<file path="src/dmem_macros.svh">
// Operation codes are 3 bits wide; the array depth must equal 2**DMEM_IDX_W for addresses to wrap.
`ifndef DMEM_MACROS_SVH
`define DMEM_MACROS_SVH

// Byte access, sign-extended and zero-extended on a load.
`define DMEM_OP_LB   3'd0
`define DMEM_OP_LBU  3'd1

// Halfword access.
`define DMEM_OP_LH   3'd2
`define DMEM_OP_LHU  3'd3

// Word access.
`define DMEM_OP_LW   3'd4
`define DMEM_OP_LWU  3'd5

// Doubleword access, no extension needed.
`define DMEM_OP_LD   3'd6

// No memory operation this cycle.
`define DMEM_OP_NONE 3'd7

// Number of doublewords held on chip.
`define DMEM_DEPTH   512

// Bits of byte address above the lane offset that select a doubleword.
`define DMEM_IDX_W   9

`endif

</file>
<file path="src/dmem_pkg.sv">
// Widths are fixed at 64 bits of data and address; the index width follows DMEM_IDX_W.
`include "dmem_macros.svh"

package dmem_pkg;

  // One doubleword of data as it sits in the array.
  typedef logic [63:0] dword_t;

  // Full byte address as seen on the port.
  typedef logic [63:0] addr_t;

  // Width and signedness selector.
  typedef logic [2:0] mem_op_t;

  // One write strobe per byte lane, lane 0 in bit 0.
  typedef logic [7:0] byte_mask_t;

  // Byte position inside a doubleword.
  typedef logic [2:0] lane_off_t;

  // Doubleword index into the array.
  typedef logic [`DMEM_IDX_W-1:0] mem_idx_t;

endpackage

</file>
<file path="src/dmem_load_align.sv">
// Result appears one cycle after the request; bytes past lane 7 read as zero before extension.
`timescale 1ns/10ps
`include "dmem_macros.svh"

module dmem_load_align (
  input  logic                i_clk,
  input  logic                i_rst,
  input  logic                i_rd_en,
  input  dmem_pkg::mem_op_t   i_op,
  input  dmem_pkg::lane_off_t i_off,
  input  dmem_pkg::dword_t    i_rdata,
  output dmem_pkg::dword_t    o_data
);

  dmem_pkg::dword_t shifted;
  dmem_pkg::dword_t load_val;
  logic [5:0]       bit_shift;
  logic             rd_ok;

  assign rd_ok     = i_rd_en && (i_op != `DMEM_OP_NONE);
  assign bit_shift = {i_off, 3'b000};
  assign shifted   = i_rdata >> bit_shift;  // Zeros fill from the top.

  always_comb begin
    case (i_op)
      `DMEM_OP_LB: begin
        load_val = {{56{shifted[7]}}, shifted[7:0]};
      end
      `DMEM_OP_LBU: begin
        load_val = {56'd0, shifted[7:0]};
      end
      `DMEM_OP_LH: begin
        load_val = {{48{shifted[15]}}, shifted[15:0]};
      end
      `DMEM_OP_LHU: begin
        load_val = {48'd0, shifted[15:0]};
      end
      `DMEM_OP_LW: begin
        load_val = {{32{shifted[31]}}, shifted[31:0]};
      end
      `DMEM_OP_LWU: begin
        load_val = {32'd0, shifted[31:0]};
      end
      `DMEM_OP_LD: begin
        load_val = shifted;
      end
      default: begin
        load_val = '0;
      end
    endcase
    if (!rd_ok) begin
      load_val = '0;  // Idle cycles return zero.
    end
  end

  // Holding reset through the last reset edge leaves zero on o_data for the following cycle.
  always_ff @(posedge i_clk) begin
    if (i_rst) begin
      o_data <= '0;
    end else begin
      o_data <= load_val;
    end
  end

endmodule

</file>
<file path="config.mk">
export PLATFORM = sky130hd
export DESIGN_NAME = dmem_load_align
export DESIGN_NICKNAME = d
export VERILOG_FILES = /design/src/dmem_pkg.sv /design/src/dmem_load_align.sv
export VERILOG_INCLUDE_DIRS = /design/src /design/src/src
export SDC_FILE = /design/constraint.sdc
export NUM_CORES = 1
export LEC_CHECK = 0
export BUFFER_PORTS_ARGS = -buffer_cell sky130_fd_sc_hd__buf_2
export CAP_MARGIN = 10
export CORE_MARGIN = 3
export CORE_UTILIZATION = 50
export CTS_CLUSTER_SIZE = 16
export DETAILED_ROUTE_END_ITERATION = 8
export PLACE_DENSITY = 0.86
export SLEW_MARGIN = 5
export SYNTH_ARGS = -nofsm -noshare
export SYNTH_HDL_FRONTEND = slang
export SYNTH_SLANG_ARGS = --single-unit
</file>
<file path="constraint.sdc">
create_clock -name i_clk -period 2.43 [get_ports i_clk]
set_clock_uncertainty 0.15 [all_clocks]
set_input_delay 0.243 -clock i_clk [delete_from_list [all_inputs] [get_ports i_clk]]
set_output_delay 0.243 -clock i_clk [all_outputs]
set_load 0.005 [all_outputs]
</file>
After elaboration in Yosys (flattened, before gate mapping)

Cells that the tools add are included.

Reductions and logical operators: 3
Shift-type cells: 1
Eq/ne operators: 7
Multiplexer cells: 1
Bitwise logic cells: 1

Operator list:

| operator             | count |
|---|---|
| $pmux W64 S7         | 1 |
| $shr A64 B6 Y64      | 1 |
| $eq A3 B3 Y1 const B | 3 |
| $eq A3 B2 Y1 const B | 2 |
| $eq A3 B1 Y1 const B | 1 |
| $logic_not A3 Y1     | 1 |
| $ne A3 B3 Y1 const B | 1 |
| $reduce_or A2 Y1     | 1 |
| $logic_and A1 B1 Y1  | 1 |
| $not A1 Y1           | 1 |

Logic and storage cells: 14
Input bits: 73
Register bits after elaboration: 64
Output and inout bits: 64

Depth between registers and ports, before layout

Gate-level depths: netlist of the first run.

Word-level depth: 4
Gate-level depth with buffers: 9
Gate-level depth less buffers: 5

Worst setup path before layout of the first run

Ideal clock, no wire load.

Path type: input-to-reg
Start: input i_off[1]
End: register o_data[32]
Library setup time: 0.070 ns
Stages: 7
Required time: 2.210 ns
Slack: 0.501 ns
Buffers on the path: 4
Data arrival time: 1.709 ns
Cell sequence: buf_2 -> buf_2 -> buf_2 -> clkbuf_1 -> mux2i_1 -> nand2_1 -> a21oi_2

Cells in the longest elaborated chain, start to end: 2

Ends and longest elaborated chain:

| element                | RTL line              | text |
|---|---|---|
| start: declaration     | dmem_load_align.sv:10 | `input dmem_pkg::lane_off_t i_off,` |
| $shr A64 B6 Y64        | dmem_load_align.sv:22 | `assign shifted = i_rdata >> bit_shift;` |
| $pmux W64 S7           | dmem_load_align.sv:25 | `case (i_op)` |
| end signal: assignment | dmem_load_align.sv:61 | `o_data <= load_val;` |
| end: declaration       | dmem_load_align.sv:12 | `output dmem_pkg::dword_t o_data` |

Every way passes these cells.
A chain may end at the register's enable or synchronous reset.

Worst setup path after layout of the first run

Start: input i_off[0]
End: register o_data[27]

The elaborated chain is that of the path after synthesis.

==> results summary, run 1 <==
The global router's overall resource usage is 26.3%. The internal power came out at 1920 uW. The relative contribution of combinational cells to total power came out at 21.7%. For this run, the top clock speed supported by timing is 531 MHz. Of the total synthesized cell area, the portion taken by AND, OR, NAND and NOR gates is 15.6%. The synthesized design contains 0 enable-type register cells. After clock tree synthesis, the flow added hold-fix buffers numbering 0. The final layout net count is 595. Counting instances, the worst hold path has a depth of 3. The reported leakage power is 0.00209 uW. The synthesized netlist devotes 0% of its cell area to XOR and XNOR gates. The library cell used most frequently in the layout, excluding fill and tap cells, is sky130_fd_sc_hd__buf_2.

The initialized floorplan defines 30 standard-cell rows. The tree is rooted in a sky130_fd_sc_hd__clkbuf_8. The worst slew margin relative to its limit is 57.1%. The critical path depth came out at 6. STA classifies the critical path startpoint as an input port. The TritonCTS buffer count came out at 9. The max-slew violation count came out at 0. The proportion of synthesized flip-flops having asynchronous set or reset is 0%. The synthesized flop and latch total is 64. The run finished with clean final reports. The critical path in this run is classified as in -> reg.

Setup repair after global routing left no endpoint under its margin. The most used flip-flop cell after synthesis is sky130_fd_sc_hd__dfxtp_1. The cell area after technology mapping came out at 3710 um2. The number of non-filler instances in the completed layout is 622. The antenna diode instance count is 0. The max-cap violation count is 0. The width of the die came out at 92.2 um. The clock network is responsible for 36.8% of the overall power.

The height of the die came out at 92.2 um. The worst-path maximum fanout is 20. Once the floorplan was initialized, standard cells occupied 53.2% of the core. The violation count after the first detailed-routing iteration came out at 211.

In this run the worst hold path is classified as in -> reg. The final setup violation count is 0. The number of design rule violations left after detail routing came out at 0.

The net switching component of the power came out at 727 uW. The total area inside the core boundary comes to 6980 um2. The buffer and inverter count on the worst path is 1.

The slowest stage of the critical path is the sky130_fd_sc_hd__nor2_2 cell. The routed length per instance is 18.0 um. The critical path arrival is 1920 ps. The post-detailed-routing wire length came out at 11.2 mm. The number of vias in the routed layout came out at 3573. The first-pass GRT wire length came out at 17.6 mm. The time the worst path needs with I/O delays and setup is 1880 ps. Global routing finished with a remaining overflow of 0. The cell count after synthesis came out at 398. The number of endpoints with negative hold slack in the final report is 0. The compound-gate portion of the synthesized area came out at 22.2%. The worst stage delay on the critical path came out at 510 ps.

The post-cts resize count is 0. Counting flops per register, the top entry is o_data. The detailed placement HPWL came out at 8.56 mm. The kind of capture point of the worst setup path is a register. The netlist uses 40 different library cells. The post-synth net total came out at 471. The number of buffers added for setup after CTS is 0. The first-pass iteration count of the detailed router came out at 5. After clock tree synthesis, the clock-pin slew on the worst setup and hold paths is 70 ps. The mux cell area share after synthesis is 21.3%.

The worst-margin pin slew came out at 642 ps. The mean post-synth cell area is 9.33 um2. The die covers 8500 um2.

The routability congestion estimate came out at 0.914. The maximum vdd ir drop came out at 0.000348 V. In the finished design, the share of the clock period the worst path needs comes to 77.5%. Entering global routing, the biggest net connects 54 pins.

The Yosys step of the flow raised 0 warnings. The filler cell count is 611. Summing the areas of all fa, ha and maj instances in the mapped netlist gives 0% of the synthesized area. The total instance count after detailed placement is 607.

The layout overhead on the synthesized area came out at 25.9%. The power share of the sequential group is 41.5%. The via count of the first global-routing pass is 3420.

The switching portion of total power came out at 27.5%. The number of nets still failing antenna checks after routing is 0. In the final layout, the registers with the most flip-flops are o_data: 64 flops. The TritonCTS clock tree is done. Walking the worst path, the cells encountered are buf_4 -> mux2i_1 -> a22oi_1 -> and4_4 -> nor2_2 -> a21oi_1.

The number of primary I/O pins is 137. The number of antenna violations at the first check in global routing came out at 0. At the worst endpoint, the required time is 2460 ps.

The clock tree synthesis step divided the H-tree into 3 levels. Buffers placed on the I/O ports in this run total 136. Sequential cells were found to cover 34.5% of the synthesized design area. The number of sinks on the clock net is 64. The ratio of cells with drive above 1 in the final layout is 43.3%. The number of buffers on the longest clock path is 2.

The via density per instance is 5.74. After synthesis, the largest family of logic cells by area is compound AO/OA/AOI/OAI gates. The cell type group with the largest total delay on the critical path is simple AND/OR/NAND/NOR gates. The power density normalized to cell area is 566 nW/um2. The register with the most flip-flops in the layout has 64 of them.

The library cells used most frequently in the layout, excluding fill and tap cells, are sky130_fd_sc_hd__buf_2, sky130_fd_sc_hd__dfxtp_1, sky130_fd_sc_hd__nand2_1. The total negative slack for setup checks is 0 ps.
==> power groups by stage <==
stage / clock network [uW] / registers [uW] / logic, uW
floorplan: 0 / 1130 / 355
global placement: 0 / 1120 / 560
detailed placement: 0 / 1120 / 567
CTS: 978 / 1100 / 570
global route: 1040 / 1100 / 621
finish: 974 / 1100 / 573
==> worst paths after layout <==
kind	start	endpoint	slack, ps
setup / recovery	i_off[0]	o_data[27]	550
hold / removal	i_rdata[61]	o_data[61]	50
==> final cells by class <==
class	count	area [um2]	area share (%)
Multi-Input combinational cell	295	2200	47.0
Clock buffer	12	135	2.89
Inverter	1	3.75	0.0803
Clock inverter	3	67.6	1.44
Tap cell	96	120	2.57
Sequential cell	64	1280	27.4
Timing Repair Buffer	151	871	18.6
==> cell usage after synthesis, types with 2 or more instances <==
master	number	share of area, %
sky130_fd_sc_hd__mux2i_1	42	11
sky130_fd_sc_hd__a21oi_2	27	6.4
sky130_fd_sc_hd__nand2_1	49	5.0
sky130_fd_sc_hd__nand3_1	4	0.54
sky130_fd_sc_hd__a21oi_1	34	4.6
sky130_fd_sc_hd__buf_4	4	0.81
sky130_fd_sc_hd__clkbuf_1	15	1.5
sky130_fd_sc_hd__dfxtp_1	64	35
sky130_fd_sc_hd__and3_1	7	1.2
sky130_fd_sc_hd__mux4_2	8	4.9
sky130_fd_sc_hd__or4b_2	6	1.6
sky130_fd_sc_hd__a211oi_1	15	3.0
sky130_fd_sc_hd__buf_6	4	1.2
sky130_fd_sc_hd__o211ai_1	8	1.6
sky130_fd_sc_hd__nor2b_1	11	1.9
sky130_fd_sc_hd__a2bb2oi_1	6	1.4
sky130_fd_sc_hd__o21ai_0	14	1.9
sky130_fd_sc_hd__buf_12	2	1.1
sky130_fd_sc_hd__o22ai_1	9	1.5
sky130_fd_sc_hd__nand2b_1	11	1.9
sky130_fd_sc_hd__nor2_1	12	1.2
sky130_fd_sc_hd__mux2_2	17	5.2
sky130_fd_sc_hd__buf_2	8	1.1
sky130_fd_sc_hd__buf_1	5	0.51
==> cell families after synthesis <==
logic type / after synthesis
compound gates: 119
simple gates: 109
flops: 64
buf+inv: 39
mux: 67
==> per-stage QoR <==
stage | total power (uW) | setup WS [ps] | hold slack, ps | utilization [%] | instance area, um2
2_1_floorplan | 1480 | 501 | 246 | - | 3710
3_3_place_gp | 1680 | 216 | 390 | 64.1 | 4470
3_5_place_dp | 1690 | 222 | 399 | 64.1 | 4470
4_1_cts | 2650 | 564 | 41.8 | 67.0 | 4680
5_1_grt | 2760 | 382 | 45.8 | 67.0 | 4680
6_report | 2650 | 546 | 50.6 | 67.0 | 4680
==> routing by layer <==
metal  global-route usage (%)  share of wire (%)
met1                     33.7                 42
met2                     42.8                 47
met3                     6.23                7.9
met4                     10.0                2.6
met5                        0                  0
Note: power is estimated with default switching activity, not from simulation.
==> run 2: changes to the inputs <==
CORE_UTILIZATION = 45   (was 50)
PLACE_DENSITY = 0.82   (was 0.86)
clock period = 1.7 ns   (was 2.43 ns; I/O delays follow)
==> run 2 against run 1 <==
  * The run now ends with setup timing left
  * Sequential power up 43%
  * Combinational power up 70%
  * Wire length up 10%
  * Global-route usage down 0.82 points
  * Critical path depth up 1
  * Clock power up 30%
  * Worst hold slack better by 32 ps
  * Utilization down 1.8 points
  * Via count up 7.3%
==> results summary, run 2 (same netlist as run 1, synthesis figures left out) <==
The run finished, with violations left. The checks that failed: setup timing. At the worst endpoint, the required time is 1820 ps. Before CTS, the worst setup slack after placement is -325 ps. The worst setup path is captured at a register. The total congestion overflow after global routing came out at 0. After routing, the total negative slack on setup checks comes to -27.0 ps. The repair_antennas step left the layout with diodes totalling 0. The initial core utilization is 47.1%. The total power after layout is 3810 uW. The library cell used most frequently in the layout, excluding fill and tap cells, is sky130_fd_sc_hd__buf_2.

The worst setup path is launched from an input port. Clock-pin slew was measured on the worst setup and hold paths at 70 ps. The violation count after the first detailed-routing iteration is 273. The flip-flop count of the largest register after layout came out at 64. The final layout net count came out at 645. The path class of the tightest hold or removal check is in -> reg. The number of design rule violations left after detail routing is 0. In this run the count of I/O pins placed on the die edge is 137. The H-tree was split into 3 levels.

The detailed placement HPWL came out at 9.13 mm. The worst slew margin relative to its limit came out at 73.2%. The largest net degree at the start of global routing came out at 37. The number of nets still failing antenna checks after routing came out at 0. The worst-path maximum fanout is 12. The core region is 7890 um2.

The worst setup path is of the in -> reg kind. Dividing total power by cell area gives a power density of 742 nW/um2. The ratio of cells with drive above 1 in the final layout came out at 47.5%. The width of the die came out at 96.8 um.

The reported leakage power is 0.00236 uW. Using the TritonRoute via totals, the vias-per-cell ratio works out to 5.65. The capture point of the critical path is o_data[41].

The global router's overall resource usage is 25.5%. The TritonCTS buffer count came out at 9. The number of core rows is 32. CTS placed an instance of sky130_fd_sc_hd__clkbuf_8 at the clock tree root.

The number of buffers added on ports is 136. For this run, the detailed router's first-pass iteration total came to 5. The least setup slack across all paths after layout came out at -27.0 ps. Based on the critical path, the design can be clocked at up to 579 MHz. For the pin with the worst max-slew slack, the measured transition is 398 ps. The worst path uses 102% of the clock period. The finished layout cell area came out at 5140 um2. The max-cap violation count came out at 0. The number of buffers on the longest clock path came out at 2.

The final hold slack came out at 82.8 ps. Data on the critical path arrives at its endpoint at 1850 ps. The routability congestion estimate came out at 0.902. The height of the die is 96.8 um. The routed length per instance came out at 18.2 um.

TritonCTS built the clock tree. From synthesis to final layout, the design area changed by 38.4%. In this run the worst setup path begins at i_off[0]. The clock net in this run drives a total of 64 sinks.

The number of antenna violations at the first check in global routing came to 0. The post-detailed-routing wire length is 12.4 mm. The instance area at placement is 4790 um2.

The die area came out at 9380 um2. The final setup violation count is 1. The maximum vdd ir drop is 0.000377 V. The max-slew violation count is 0. The top cell types in the final layout, fill and taps aside, are sky130_fd_sc_hd__buf_2, sky130_fd_sc_hd__dfxtp_1, sky130_fd_sc_hd__nand2_1. In the final layout, the registers with the most flip-flops are o_data: 64 flops. The number of endpoints with negative hold slack in the final report came out at 0.

The number of vias in the routed layout is 3835. The via count of the first global-routing pass came out at 3825. The time the worst path needs with I/O delays and setup came out at 1730 ps.

o_data holds more flip-flops than any other register. The first-pass GRT wire length is 19.4 mm.
## run 2: worst max-delay path, stage by stage
cell and delay [ps]:
sky130_fd_sc_hd__buf_6 130, sky130_fd_sc_hd__buf_4 190, sky130_fd_sc_hd__clkbuf_16 190, sky130_fd_sc_hd__nor2b_4 200, sky130_fd_sc_hd__a2bb2oi_1 120, sky130_fd_sc_hd__or4b_2 660
sky130_fd_sc_hd__a21oi_2 190
## run 2: repair_timing
action | 4_1_cts | 5_1_grt
setup endpoints to repair | 0 | 35
hold endpoints to repair | 7 | 0
hold buffers | 7 | 0
gates resized for setup | 0 | 3
buffers inserted | 0 | 1
## run 2: worst min path at each step
stage	slack, ps	to	cells past startpoint	startpoint
4_1_cts	70	o_data[63]	4	i_rdata[63]
6_report	80	o_data[63]	4	i_rdata[63]
3_5_place_dp	330	o_data[62]	3	i_rdata[62]
3_3_place_gp	330	o_data[60]	3	i_rdata[60]
2_1_floorplan	170	o_data[56]	2	i_rdata[56]
5_1_grt	80	o_data[63]	4	i_rdata[63]
## run 2: per-stage QoR
stage	std cells	util, %
after CTS	676	63.9
final	679	65.2
after global routing	679	65.2
after global placement	653	60.7
after floorplan	398	-
after detailed placement	653	60.7
## run 2: cell type report
type	instances	area, um2
Fill cell	663	2750
Multi-Input combinational cell	295	2210
Timing Repair Buffer	201	1340
Sequential cell	64	1280
Clock buffer	12	135
Tap cell	102	128
Clock inverter	4	45.0
Inverter	1	3.75
## run 2: routing by layer
metal	routed length, um	up-vias	global-route usage, %
met2	5830	206	41.0
met1	5200	1807	33.8
met3	1040	24	6.06
met5	0	-	0
met4	284	0	7.88
li1	-	1798	-
## run 2: power breakdown
part,switching [uW],internal (uW),leakage (uW)
clock network,598,672,0.0000941
registers,16.5,1550,0.000520
logic,494,477,0.00175
