**src/dmem_macros.svh**
```systemverilog
// Operation codes are 3 bits wide; the array depth must equal 2**DMEM_IDX_W for addresses to wrap.
`ifndef DMEM_MACROS_SVH
`define DMEM_MACROS_SVH

// Byte access, sign-extended and zero-extended on a load.
`define DMEM_OP_LB   3'd0
`define DMEM_OP_LBU  3'd1

// Halfword access.
`define DMEM_OP_LH   3'd2
`define DMEM_OP_LHU  3'd3

// Word access.
`define DMEM_OP_LW   3'd4
`define DMEM_OP_LWU  3'd5

// Doubleword access, no extension needed.
`define DMEM_OP_LD   3'd6

// No memory operation this cycle.
`define DMEM_OP_NONE 3'd7

// Number of doublewords held on chip.
`define DMEM_DEPTH   512

// Bits of byte address above the lane offset that select a doubleword.
`define DMEM_IDX_W   9

`endif

```
**src/dmem_pkg.sv**
```systemverilog
// Widths are fixed at 64 bits of data and address; the index width follows DMEM_IDX_W.
`include "dmem_macros.svh"

package dmem_pkg;

  // One doubleword of data as it sits in the array.
  typedef logic [63:0] dword_t;

  // Full byte address as seen on the port.
  typedef logic [63:0] addr_t;

  // Width and signedness selector.
  typedef logic [2:0] mem_op_t;

  // One write strobe per byte lane, lane 0 in bit 0.
  typedef logic [7:0] byte_mask_t;

  // Byte position inside a doubleword.
  typedef logic [2:0] lane_off_t;

  // Doubleword index into the array.
  typedef logic [`DMEM_IDX_W-1:0] mem_idx_t;

endpackage

```
**src/dmem_store_align.sv**
```systemverilog
// Lanes shifted past lane 7 are dropped, so a misaligned store never spills into the next doubleword.
`timescale 1ns/10ps
`include "dmem_macros.svh"

module dmem_store_align (
  input  logic                i_wr_en,
  input  dmem_pkg::mem_op_t   i_op,
  input  dmem_pkg::lane_off_t i_off,
  input  dmem_pkg::dword_t    i_data,
  output dmem_pkg::byte_mask_t o_wmask,
  output dmem_pkg::dword_t    o_wdata
);

  dmem_pkg::byte_mask_t base_mask;
  dmem_pkg::byte_mask_t shifted_mask;
  dmem_pkg::dword_t     shifted_data;
  logic [5:0]           bit_shift;
  logic                 wr_ok;

  assign wr_ok     = i_wr_en && (i_op != `DMEM_OP_NONE);
  assign bit_shift = {i_off, 3'b000};  // Eight bits per byte lane.

  // Signedness plays no part in a store, only the width.
  always_comb begin
    case (i_op)
      `DMEM_OP_LB,
      `DMEM_OP_LBU: begin
        base_mask = 8'b0000_0001;
      end
      `DMEM_OP_LH,
      `DMEM_OP_LHU: begin
        base_mask = 8'b0000_0011;
      end
      `DMEM_OP_LW,
      `DMEM_OP_LWU: begin
        base_mask = 8'b0000_1111;
      end
      `DMEM_OP_LD: begin
        base_mask = 8'b1111_1111;
      end
      default: begin
        base_mask = 8'b0000_0000;
      end
    endcase
  end

  assign shifted_mask = base_mask << i_off;      // Upper lanes fall off the top.
  assign shifted_data = i_data << bit_shift;     // Data follows the mask to its lanes.

  always_comb begin
    if (wr_ok) begin
      o_wmask = shifted_mask;
    end else begin
      o_wmask = '0;
    end
  end

  // Unmasked lanes are never written, so the data needs no gating.
  assign o_wdata = shifted_data;

endmodule

```
**config.mk**
```make
export PLATFORM = sky130hd
export DESIGN_NAME = dmem_store_align
export DESIGN_NICKNAME = d
export VERILOG_FILES = /design/src/dmem_pkg.sv /design/src/dmem_store_align.sv
export VERILOG_INCLUDE_DIRS = /design/src /design/src/src
export SDC_FILE = /design/constraint.sdc
export NUM_CORES = 1
export LEC_CHECK = 0
export BUFFER_PORTS_ARGS = -buffer_cell sky130_fd_sc_hd__buf_2
export CAP_MARGIN = 40
export CORE_MARGIN = 10
export CORE_UTILIZATION = 45
export DETAILED_ROUTE_END_ITERATION = 10
export GPL_TIMING_DRIVEN = 0
export PLACE_DENSITY = 0.85
export REMOVE_ABC_BUFFERS = 1
export SLEW_MARGIN = 10
export SYNTH_ARGS = -nofsm -noshare
export SYNTH_HDL_FRONTEND = slang
export SYNTH_SLANG_ARGS = --single-unit
export TNS_END_PERCENT = 50
```
**constraint.sdc**
```tcl
create_clock -name vclk -period 1.5
set_input_delay 0.15 -clock vclk [all_inputs]
set_output_delay 0.15 -clock vclk [all_outputs]
set_load 0.1 [all_outputs]
```
## Word-level counts from Yosys, hierarchy flattened

Index checks and enable logic that the tools add are counted.

| storage, ports and cells | value |
|---|---|
| register bits | 0 |
| latch bits | 0 |
| bits in writable memories | 0 |
| memory bits (read-only) | 0 |
| input bits | 71 |
| output and inout bits | 72 |
| word-level logic and storage cells | 16 |
| memories | 0 |

| cells by class | value |
|---|---|
| add/subtract/negate cells | 0 |
| multiply operators | 0 |
| div/mod/pow operators | 0 |
| order comparisons | 0 |
| equal/unequal tests | 7 |
| shift operators | 2 |
| muxes and demuxes | 2 |
| bitwise operators | 0 |
| reductions and logical operators | 5 |

Operators with widths:

| cell | number |
|---|---|
| << shifter 64 x 6 -> 64 bit | 1 |
| one-hot mux 8 bit (4 select lines) | 1 |
| == test 3 bit, second input constant | 3 |
| 2-to-1 mux 8 bit | 1 |
| << shifter 8 x 3 -> 8 bit | 1 |
| == test 3 x 2 -> 1 bit, second input constant | 2 |
| OR reduction 2 bit | 3 |
| == test 3 x 1 -> 1 bit, second input constant | 1 |
| zero test 3 bit | 1 |
| inequality test 3 bit, second input constant | 1 |
| logical AND 1 bit | 1 |

## Depth between registers and ports, before layout

Gate-level depths: netlist of the first run.

| logic depth | value |
|---|---|
| depth in word-level cells | 5 |
| mapped depth | 6 |
| mapped depth without buffers | 3 |

## Worst setup path before layout of the first run

No wires, ideal clock.

| timing | value |
|---|---|
| path kind | in2out |
| start point | input port i_off[1] |
| end point | output port o_wmask[2] |
| arrival time | 3971 ps |
| data required time | 1350 ps |
| slack | -2621 ps |
| stages | 4 |
| path buffers | 3 |
| path through | buf_4 > buf_6 > buf_2 > a2111oi_1 |

| on the way | value |
|---|---|
| longest elaborated chain between the ends | 2 |

Ends and longest elaborated chain:

| item | line | source |
|---|---|---|
| start, declared | dmem_store_align.sv:8 | `input dmem_pkg::lane_off_t i_off,` |
| << shifter 8 x 3 -> 8 bit | dmem_store_align.sv:47 | `assign shifted_mask = base_mask << i_off;` |
| 2-to-1 mux 8 bit | dmem_store_align.sv:51 | `if (wr_ok) begin` |
| end, declared | dmem_store_align.sv:10 | `output dmem_pkg::byte_mask_t o_wmask,` |

Every way passes these cells.

## Worst setup path after layout of the first run

| timing | value |
|---|---|
| start point | input port i_off[0] |
| end point | output port o_wdata[54] |

| on the way | value |
|---|---|
| longest elaborated chain between the ends | 1 |

Ends and longest elaborated chain:

| item | line | source |
|---|---|---|
| << shifter 64 x 6 -> 64 bit | dmem_store_align.sv:48 | `assign shifted_data = i_data << bit_shift;` |
| end, declared | dmem_store_align.sv:11 | `output dmem_pkg::dword_t o_wdata` |

Every way passes these cells.

==> impl_metrics.xml, run 1 <==
<?xml version="1.0" encoding="UTF-8"?>
<metrics>
  <group name="placed_design">
    <metric name="dpl.hpwl" unit="um">6300</metric>
    <metric name="routabilityCongestion" unit="">0.802</metric>
    <metric name="detailedPlace.worstSlack" unit="ns">-1.19</metric>
    <metric name="io_buffer_count" unit="">143</metric>
    <metric name="place_area" unit="um2">2760</metric>
  </group>
  <group name="setup_path">
    <metric name="criticalPathCategory" unit="">input port to output pin</metric>
    <metric name="worst-endpoint-required" unit="ns">1.35</metric>
    <metric name="critPathLaunchType" unit="">input port</metric>
    <metric name="worst_setup_path_end_kind" unit="">output pin</metric>
    <metric name="worst-path-max-fanout" unit="">8</metric>
    <metric name="worst_ep_arrival_time" unit="ns">1.39</metric>
  </group>
  <group name="drt">
    <metric name="drcViolationCount" unit="">0</metric>
    <metric name="drt_wl_total" unit="um">10600</metric>
    <metric name="detailedRoute.firstIterationViolations" unit="">205</metric>
    <metric name="postRouteAntennaNets" unit="">0</metric>
    <metric name="detailroute.via_count" unit="">2868</metric>
    <metric name="drt_pre_antenna_iters" unit="">4</metric>
    <metric name="post_dr_wirelength_cell" unit="um">23.7</metric>
    <metric name="post_drt_via_cell_ratio" unit="">6.42</metric>
  </group>
  <group name="min_path">
    <metric name="min_delay_worst_endpoint" unit="">o_wdata[6]</metric>
    <metric name="hold_depth" unit="">3</metric>
    <metric name="worstHoldStart" unit="">i_data[6]</metric>
    <metric name="hold_path_class" unit="">input port to output pin</metric>
  </group>
  <group name="power_and_ir_drop">
    <metric name="design_power_total" unit="mW">2.46</metric>
    <metric name="areal_power_density_over_the_cells" unit="nW/um2">649</metric>
    <metric name="vdd_drop_max" unit="mV">0.387</metric>
    <metric name="static-leakage-power" unit="nW">1.81</metric>
  </group>
  <group name="die">
    <metric name="chipWidth" unit="um">88.9</metric>
    <metric name="floorplan.io_pins" unit="">143</metric>
    <metric name="fp.dieH" unit="um">88.9</metric>
    <metric name="initial_utilization" unit="%">45.9</metric>
    <metric name="core.rowCount" unit="">25</metric>
    <metric name="die_area" unit="um2">7910</metric>
    <metric name="core_area" unit="um2">4660</metric>
  </group>
  <group name="timing">
    <metric name="timing.max_slew.rel_slack" unit="%">78.4</metric>
    <metric name="setup_violations" unit="">1</metric>
    <metric name="slew_at_the_pin_closest_to_its_max_slew_limit" unit="ns">0.315</metric>
    <metric name="clock.fmax" unit="MHz">647</metric>
    <metric name="finalHoldViolations" unit="">0</metric>
    <metric name="worst_slack" unit="ns">-0.0448</metric>
    <metric name="rsz0062_at_grt" unit="">true</metric>
    <metric name="maxSlewViolCount" unit="">0</metric>
    <metric name="timing.final.crit_share" unit="%">103</metric>
    <metric name="totalNegativeSetupSlack" unit="ns">-0.0448</metric>
    <metric name="period_minus_slack" unit="ns">1.54</metric>
  </group>
  <group name="layout">
    <metric name="nets" unit="">466</metric>
    <metric name="layout.clock_buffers" unit="">0</metric>
    <metric name="final_layout_size_suffix_gt1_share" unit="%">55.7</metric>
    <metric name="fill_cells" unit="">289</metric>
    <metric name="final_cell_area" unit="um2">3790</metric>
    <metric name="fin_util" unit="%">81.3</metric>
    <metric name="diodes_inserted" unit="">0</metric>
    <metric name="seqCellArea" unit="um2">0</metric>
    <metric name="sequential_cell_total" unit="">0</metric>
    <metric name="area.growth.synth_to_final" unit="%">77.1</metric>
  </group>
  <group name="yosys">
    <metric name="post_synth.cell_area_avg" unit="um2">8.19</metric>
    <metric name="netlist_instances" unit="">261</metric>
    <metric name="netlist.area_leader.share" unit="%">22.5</metric>
    <metric name="synth.area.top_cells" unit="">sky130_fd_sc_hd__mux2i_1 22%, sky130_fd_sc_hd__mux4_2 19%, sky130_fd_sc_hd__a2bb2oi_1 5.7%</metric>
    <metric name="synth.distinct_cells" unit="">40</metric>
    <metric name="yosys_warnings" unit="">0</metric>
    <metric name="synth-seq-area-share" unit="%">0</metric>
    <metric name="syn_area" unit="um2">2140</metric>
    <metric name="synth_top_area_cell" unit="">sky130_fd_sc_hd__mux2i_1</metric>
  </group>
  <group name="global_routing">
    <metric name="grt_first_pass_wirelength" unit="um">15200</metric>
    <metric name="groute.usage.overall" unit="%">23.9</metric>
    <metric name="largest_net_degree_at_the_start_of_global_routing" unit="">37</metric>
    <metric name="grt_antenna_before_repair" unit="">0</metric>
    <metric name="grt_overflow_total" unit="">0</metric>
    <metric name="first_global_vias" unit="">3036</metric>
  </group>
  <group name="run">
    <metric name="maxCapViolations" unit="">0</metric>
  </group>
  <group name="clock_tree">
    <metric name="hold_buffers" unit="">0</metric>
  </group>
  <group name="status">
    <metric name="violations_in_the_final_reports" unit="">negative setup slack</metric>
    <metric name="result_of_the_run" unit="">complete, but fails checks</metric>
  </group>
</metrics>
[logic make-up (layout without fill, tap and decap cells)]
group | after synthesis | after routing | share of synthesized area, %
simple gates | 87 | 87 | 20.8
mux | 76 | 76 | 46.7
compound gates | 65 | 65 | 21.6
buf+inv | 33 | 165 | 10.9
[metrics by stage]
stage          instances  hold slack (ns)
2_1_floorplan        229            0.635
3_3_place_gp         426            0.809
3_5_place_dp         429            0.816
4_1_cts              444            0.740
5_1_grt              447            0.749
6_report             447            0.737
[worst max-delay path, stage by stage]
cell and delay, ns:
sky130_fd_sc_hd__buf_16 0.12, sky130_fd_sc_hd__buf_16 0.14, sky130_fd_sc_hd__mux4_2 0.51, sky130_fd_sc_hd__mux2_4 0.30, sky130_fd_sc_hd__buf_12 0.17
[layout make-up]
cell class | count | area (um2) | share of cell area [%]
Multi-Input combinational cell | 228 | 2070 | 54.7
Timing Repair Buffer | 164 | 1640 | 43.2
Tap cell | 54 | 67.6 | 1.78
Inverter | 1 | 11.3 | 0.297
[report_power, final]
group	total [mW]	switching (mW)	internal [mW]
clock	0	0	0
combinational	2.46	1.66	0.800
sequential	0	0	0
total	2.46	1.66	0.800
[layout by cell type (no fill, tap or decap), types with 2 or more instances in the layout]
cell                        count
sky130_fd_sc_hd__nor2b_1        4
sky130_fd_sc_hd__buf_12        10
sky130_fd_sc_hd__buf_6         28
sky130_fd_sc_hd__clkbuf_4      11
sky130_fd_sc_hd__and2_1        17
sky130_fd_sc_hd__mux2_2         2
sky130_fd_sc_hd__mux2_4         4
sky130_fd_sc_hd__mux4_2        18
sky130_fd_sc_hd__a211oi_2       4
sky130_fd_sc_hd__nor2b_4        2
sky130_fd_sc_hd__a21oi_1        3
sky130_fd_sc_hd__mux2i_1       47
sky130_fd_sc_hd__buf_4         29
sky130_fd_sc_hd__o2bb2ai_1      2
sky130_fd_sc_hd__o21ai_1        5
sky130_fd_sc_hd__bufbuf_16      6
sky130_fd_sc_hd__mux2_1         4
sky130_fd_sc_hd__buf_2         67
sky130_fd_sc_hd__clkbuf_8       4
sky130_fd_sc_hd__nand2_1       21
sky130_fd_sc_hd__a31oi_1        3
sky130_fd_sc_hd__o31ai_2        5
sky130_fd_sc_hd__o21ai_0        4
sky130_fd_sc_hd__o22ai_2        4
sky130_fd_sc_hd__nor2b_2        3
sky130_fd_sc_hd__nor3_1         8
sky130_fd_sc_hd__a211oi_1       3
sky130_fd_sc_hd__buf_16         8
sky130_fd_sc_hd__o22ai_1       11
sky130_fd_sc_hd__a2bb2oi_1     13
sky130_fd_sc_hd__nor2_1        17
[how the worst max path moves through the flow]
stage	start	to	slack, ns	depth (start not counted)
after floorplan	i_op[0]	o_wmask[2]	-2.33	3
after global placement	i_off[0]	o_wdata[54]	-1.84	5
after detailed placement	i_off[0]	o_wdata[54]	-1.19	6
after CTS	i_off[0]	o_wdata[54]	-0.08	5
after global routing	i_off[0]	o_wdata[54]	-0.06	5
final	i_off[0]	o_wdata[54]	-0.04	5
[metal layers]
metal	vias up	track usage [%]	part of all wire, %
li1	1289	-	-
met1	1417	26.0	37
met2	142	43.6	52
met3	20	5.56	8.2
met4	0	9.10	2.4
met5	-	0	0
[synth_stat cells (all sizes together)]
| master | instances |
|---|---|
| a2111oi | 1 |
| a211oi | 7 |
| a21boi | 1 |
| a21oi | 3 |
| a2bb2oi | 14 |
| a31oi | 3 |
| and2 | 18 |
| and3 | 1 |
| and3b | 1 |
| buf | 25 |
| clkbuf | 7 |
| inv | 1 |
| mux2 | 10 |
| mux2i | 48 |
| mux4 | 18 |
| nand2 | 23 |
| nand2b | 1 |
| nand3 | 1 |
| nand3b | 1 |
| nor2 | 17 |
| nor2b | 9 |
| nor3 | 10 |
| nor4bb | 1 |
| o2111a | 1 |
| o21ai | 10 |
| o221a | 1 |
| o22ai | 16 |
| o2bb2ai | 2 |
| o31ai | 6 |
| or2 | 3 |
| or3b | 1 |
[repair_timing]
item | CTS | global route
setup buffers | 5 | 3
cloned | 10 | 0
hold endpoints to repair | 0 | 0
pin swaps | 4 | 8
endpoints found under the setup margin | 72 | 55
resized for setup | 122 | 70
Note: power is estimated with default switching activity, not from simulation.
==> run 2: changes to the inputs <==
--- a/config.mk
+++ b/config.mk
@@ -6,7 +6,7 @@
 export SDC_FILE = /design/constraint.sdc
 export NUM_CORES = 1
 export LEC_CHECK = 0
-export BUFFER_PORTS_ARGS = -buffer_cell sky130_fd_sc_hd__buf_2
+export BUFFER_PORTS_ARGS = -buffer_cell sky130_fd_sc_hd__buf_4
 export CAP_MARGIN = 40
 export CORE_MARGIN = 10
 export CORE_UTILIZATION = 45
==> impl_metrics.xml, run 2 (same netlist as run 1, synthesis figures left out) <==
<?xml version="1.0" encoding="UTF-8"?>
<metrics>
  <group name="status">
    <metric name="result_of_the_run" unit="">complete, but fails checks</metric>
    <metric name="violations_in_the_final_reports" unit="">negative setup slack</metric>
  </group>
  <group name="power_and_ir_drop">
    <metric name="p_sw" unit="mW">1.59</metric>
    <metric name="sequentialPowerShare" unit="%">0</metric>
    <metric name="vdd_drop_max" unit="mV">0.445</metric>
    <metric name="static-leakage-power" unit="nW">1.72</metric>
    <metric name="areal_power_density_over_the_cells" unit="nW/um2">652</metric>
    <metric name="power.share.combinational" unit="%">100.0</metric>
    <metric name="power.share.clock" unit="%">0</metric>
    <metric name="cell_internal_pwr" unit="uW">740</metric>
    <metric name="netSwitchingFraction" unit="%">68.3</metric>
  </group>
  <group name="die">
    <metric name="die_area" unit="um2">7910</metric>
    <metric name="chipWidth" unit="um">88.9</metric>
    <metric name="floorplan.io_pins" unit="">143</metric>
    <metric name="core.rowCount" unit="">25</metric>
    <metric name="core_area" unit="um2">4660</metric>
    <metric name="fp.dieH" unit="um">88.9</metric>
    <metric name="initial_utilization" unit="%">45.9</metric>
  </group>
  <group name="placed_design">
    <metric name="dpl.hpwl" unit="um">6130</metric>
    <metric name="io_buffer_count" unit="">143</metric>
    <metric name="routabilityCongestion" unit="">0.844</metric>
    <metric name="place_area" unit="um2">3080</metric>
  </group>
  <group name="setup_path">
    <metric name="criticalPathCategory" unit="">input port to output pin</metric>
    <metric name="worst_setup_path_end_kind" unit="">output pin</metric>
    <metric name="worst_ep_arrival_time" unit="ns">1.36</metric>
    <metric name="setup.worst_path.start" unit="">i_off[0]</metric>
    <metric name="critPathLaunchType" unit="">input port</metric>
    <metric name="cp-endpoint" unit="">o_wdata[53]</metric>
    <metric name="worst-path-max-fanout" unit="">7</metric>
    <metric name="worst-endpoint-required" unit="ns">1.35</metric>
  </group>
  <group name="timing">
    <metric name="worst_slack" unit="ns">-0.00829</metric>
    <metric name="maxSlewViolCount" unit="">0</metric>
    <metric name="period_minus_slack" unit="ns">1.51</metric>
    <metric name="setup_violations" unit="">2</metric>
    <metric name="finalHoldViolations" unit="">0</metric>
    <metric name="slew_at_the_pin_closest_to_its_max_slew_limit" unit="ns">0.459</metric>
    <metric name="timing.max_slew.rel_slack" unit="%">69.3</metric>
    <metric name="timing.final.crit_share" unit="%">101</metric>
    <metric name="rsz0062_at_grt" unit="">true</metric>
    <metric name="totalNegativeSetupSlack" unit="ns">-0.0135</metric>
    <metric name="clock.fmax" unit="MHz">663</metric>
  </group>
  <group name="global_routing">
    <metric name="groute.usage.overall" unit="%">21.1</metric>
    <metric name="global_route.peak_usage_layer" unit="">met2</metric>
    <metric name="grt_antenna_before_repair" unit="">0</metric>
    <metric name="first_global_vias" unit="">2776</metric>
    <metric name="grt_overflow_total" unit="">0</metric>
    <metric name="grt_first_pass_wirelength" unit="um">13600</metric>
    <metric name="largest_net_degree_at_the_start_of_global_routing" unit="">70</metric>
    <metric name="grtUsageMet2" unit="%">37.0</metric>
    <metric name="grt_use_met3" unit="%">7.93</metric>
    <metric name="global_route.usage.met1" unit="%">23.4</metric>
  </group>
  <group name="layout">
    <metric name="nets" unit="">457</metric>
    <metric name="diodes_inserted" unit="">0</metric>
    <metric name="final_layout_size_suffix_gt1_share" unit="%">50.0</metric>
    <metric name="layout.clock_buffers" unit="">0</metric>
    <metric name="sequential_cell_total" unit="">0</metric>
    <metric name="area.growth.synth_to_final" unit="%">67.3</metric>
    <metric name="final_cell_area" unit="um2">3580</metric>
    <metric name="fill_cells" unit="">331</metric>
    <metric name="layout_common_cells" unit="">120 x sky130_fd_sc_hd__buf_4, 48 x sky130_fd_sc_hd__mux2i_1, 21 x sky130_fd_sc_hd__nand2_1, 21 x sky130_fd_sc_hd__buf_6</metric>
    <metric name="multi_input_area" unit="um2">2000</metric>
    <metric name="seqCellArea" unit="um2">0</metric>
    <metric name="layout_commonest_cell" unit="">sky130_fd_sc_hd__buf_4</metric>
  </group>
  <group name="drt">
    <metric name="post_dr_wirelength_cell" unit="um">21.3</metric>
    <metric name="drt_wl_total" unit="um">9320</metric>
    <metric name="drt_pre_antenna_iters" unit="">4</metric>
    <metric name="drcViolationCount" unit="">0</metric>
    <metric name="post_drt_via_cell_ratio" unit="">6.10</metric>
    <metric name="detailedRoute.firstIterationViolations" unit="">147</metric>
    <metric name="postRouteAntennaNets" unit="">0</metric>
    <metric name="detailroute.via_count" unit="">2673</metric>
  </group>
  <group name="min_path">
    <metric name="hold_path_class" unit="">input port to output pin</metric>
  </group>
  <group name="run">
    <metric name="maxCapViolations" unit="">0</metric>
  </group>
</metrics>
[run 2: per-layer routing]
metal  up-vias  wire length (um)  share of wire (%)
li1       1260                 -                  -
met1      1283              3400                 37
met2       112              4740                 51
met3        18               927                 10
met4         0               245                2.6
met5         -                 0                  0
[run 2: power by group through the flow]
stage / combinational (mW) / sequential, mW / clock (mW)
3_5_place_dp: 2.11 / 0 / 0
5_1_grt: 2.42 / 0 / 0
2_1_floorplan: 1.51 / 0 / 0
6_report: 2.33 / 0 / 0
4_1_cts: 2.25 / 0 / 0
3_3_place_gp: 2.09 / 0 / 0
[run 2: how the worst min path moves through the flow]
stage,start,end,slack (ns),depth (start not counted)
floorplan,i_off[2],o_wdata[16],0.64,1
global placement,i_wr_en,o_wmask[7],0.76,3
detailed placement,i_wr_en,o_wmask[4],0.76,3
CTS,i_wr_en,o_wmask[7],0.77,3
global route,i_wr_en,o_wmask[7],0.77,3
finish,i_wr_en,o_wmask[7],0.76,3
[run 2: cell type report]
type | count | share of cell area, %
multi-input cells | 228 | 55.8
inverters | 1 | 0.455
well taps | 54 | 1.89
repair buffers | 155 | 41.9
[run 2: worst max-delay path: stages]
cell	delay, ns
sky130_fd_sc_hd__buf_16	0.11
sky130_fd_sc_hd__buf_16	0.13
sky130_fd_sc_hd__mux4_2	0.50
sky130_fd_sc_hd__mux2_4	0.29
sky130_fd_sc_hd__buf_12	0.17
[run 2: repair_timing]
item | in CTS | in global routing
buffers inserted | 2 | 3
resized for setup | 40 | 26
hold buffers | 0 | 0
cloned | 5 | 1
pin swaps | 1 | 0
setup endpoints to repair | 72 | 49
[run 2: metrics by stage]
| stage | cells | worst slack, ns | utilization [%] | power [mW] | hold WS, ns |
|---|---|---|---|---|---|
| floorplan | 229 | -2.33 | - | 1.51 | 0.635 |
| global placement | 426 | -1.12 | 65.4 | 2.09 | 0.757 |
| detailed placement | 427 | -1.00 | 66.0 | 2.11 | 0.765 |
| CTS | 434 | -0.00766 | 73.2 | 2.25 | 0.766 |
| global route | 438 | -0.0280 | 76.8 | 2.42 | 0.774 |
| finish | 438 | -0.00829 | 76.8 | 2.33 | 0.765 |
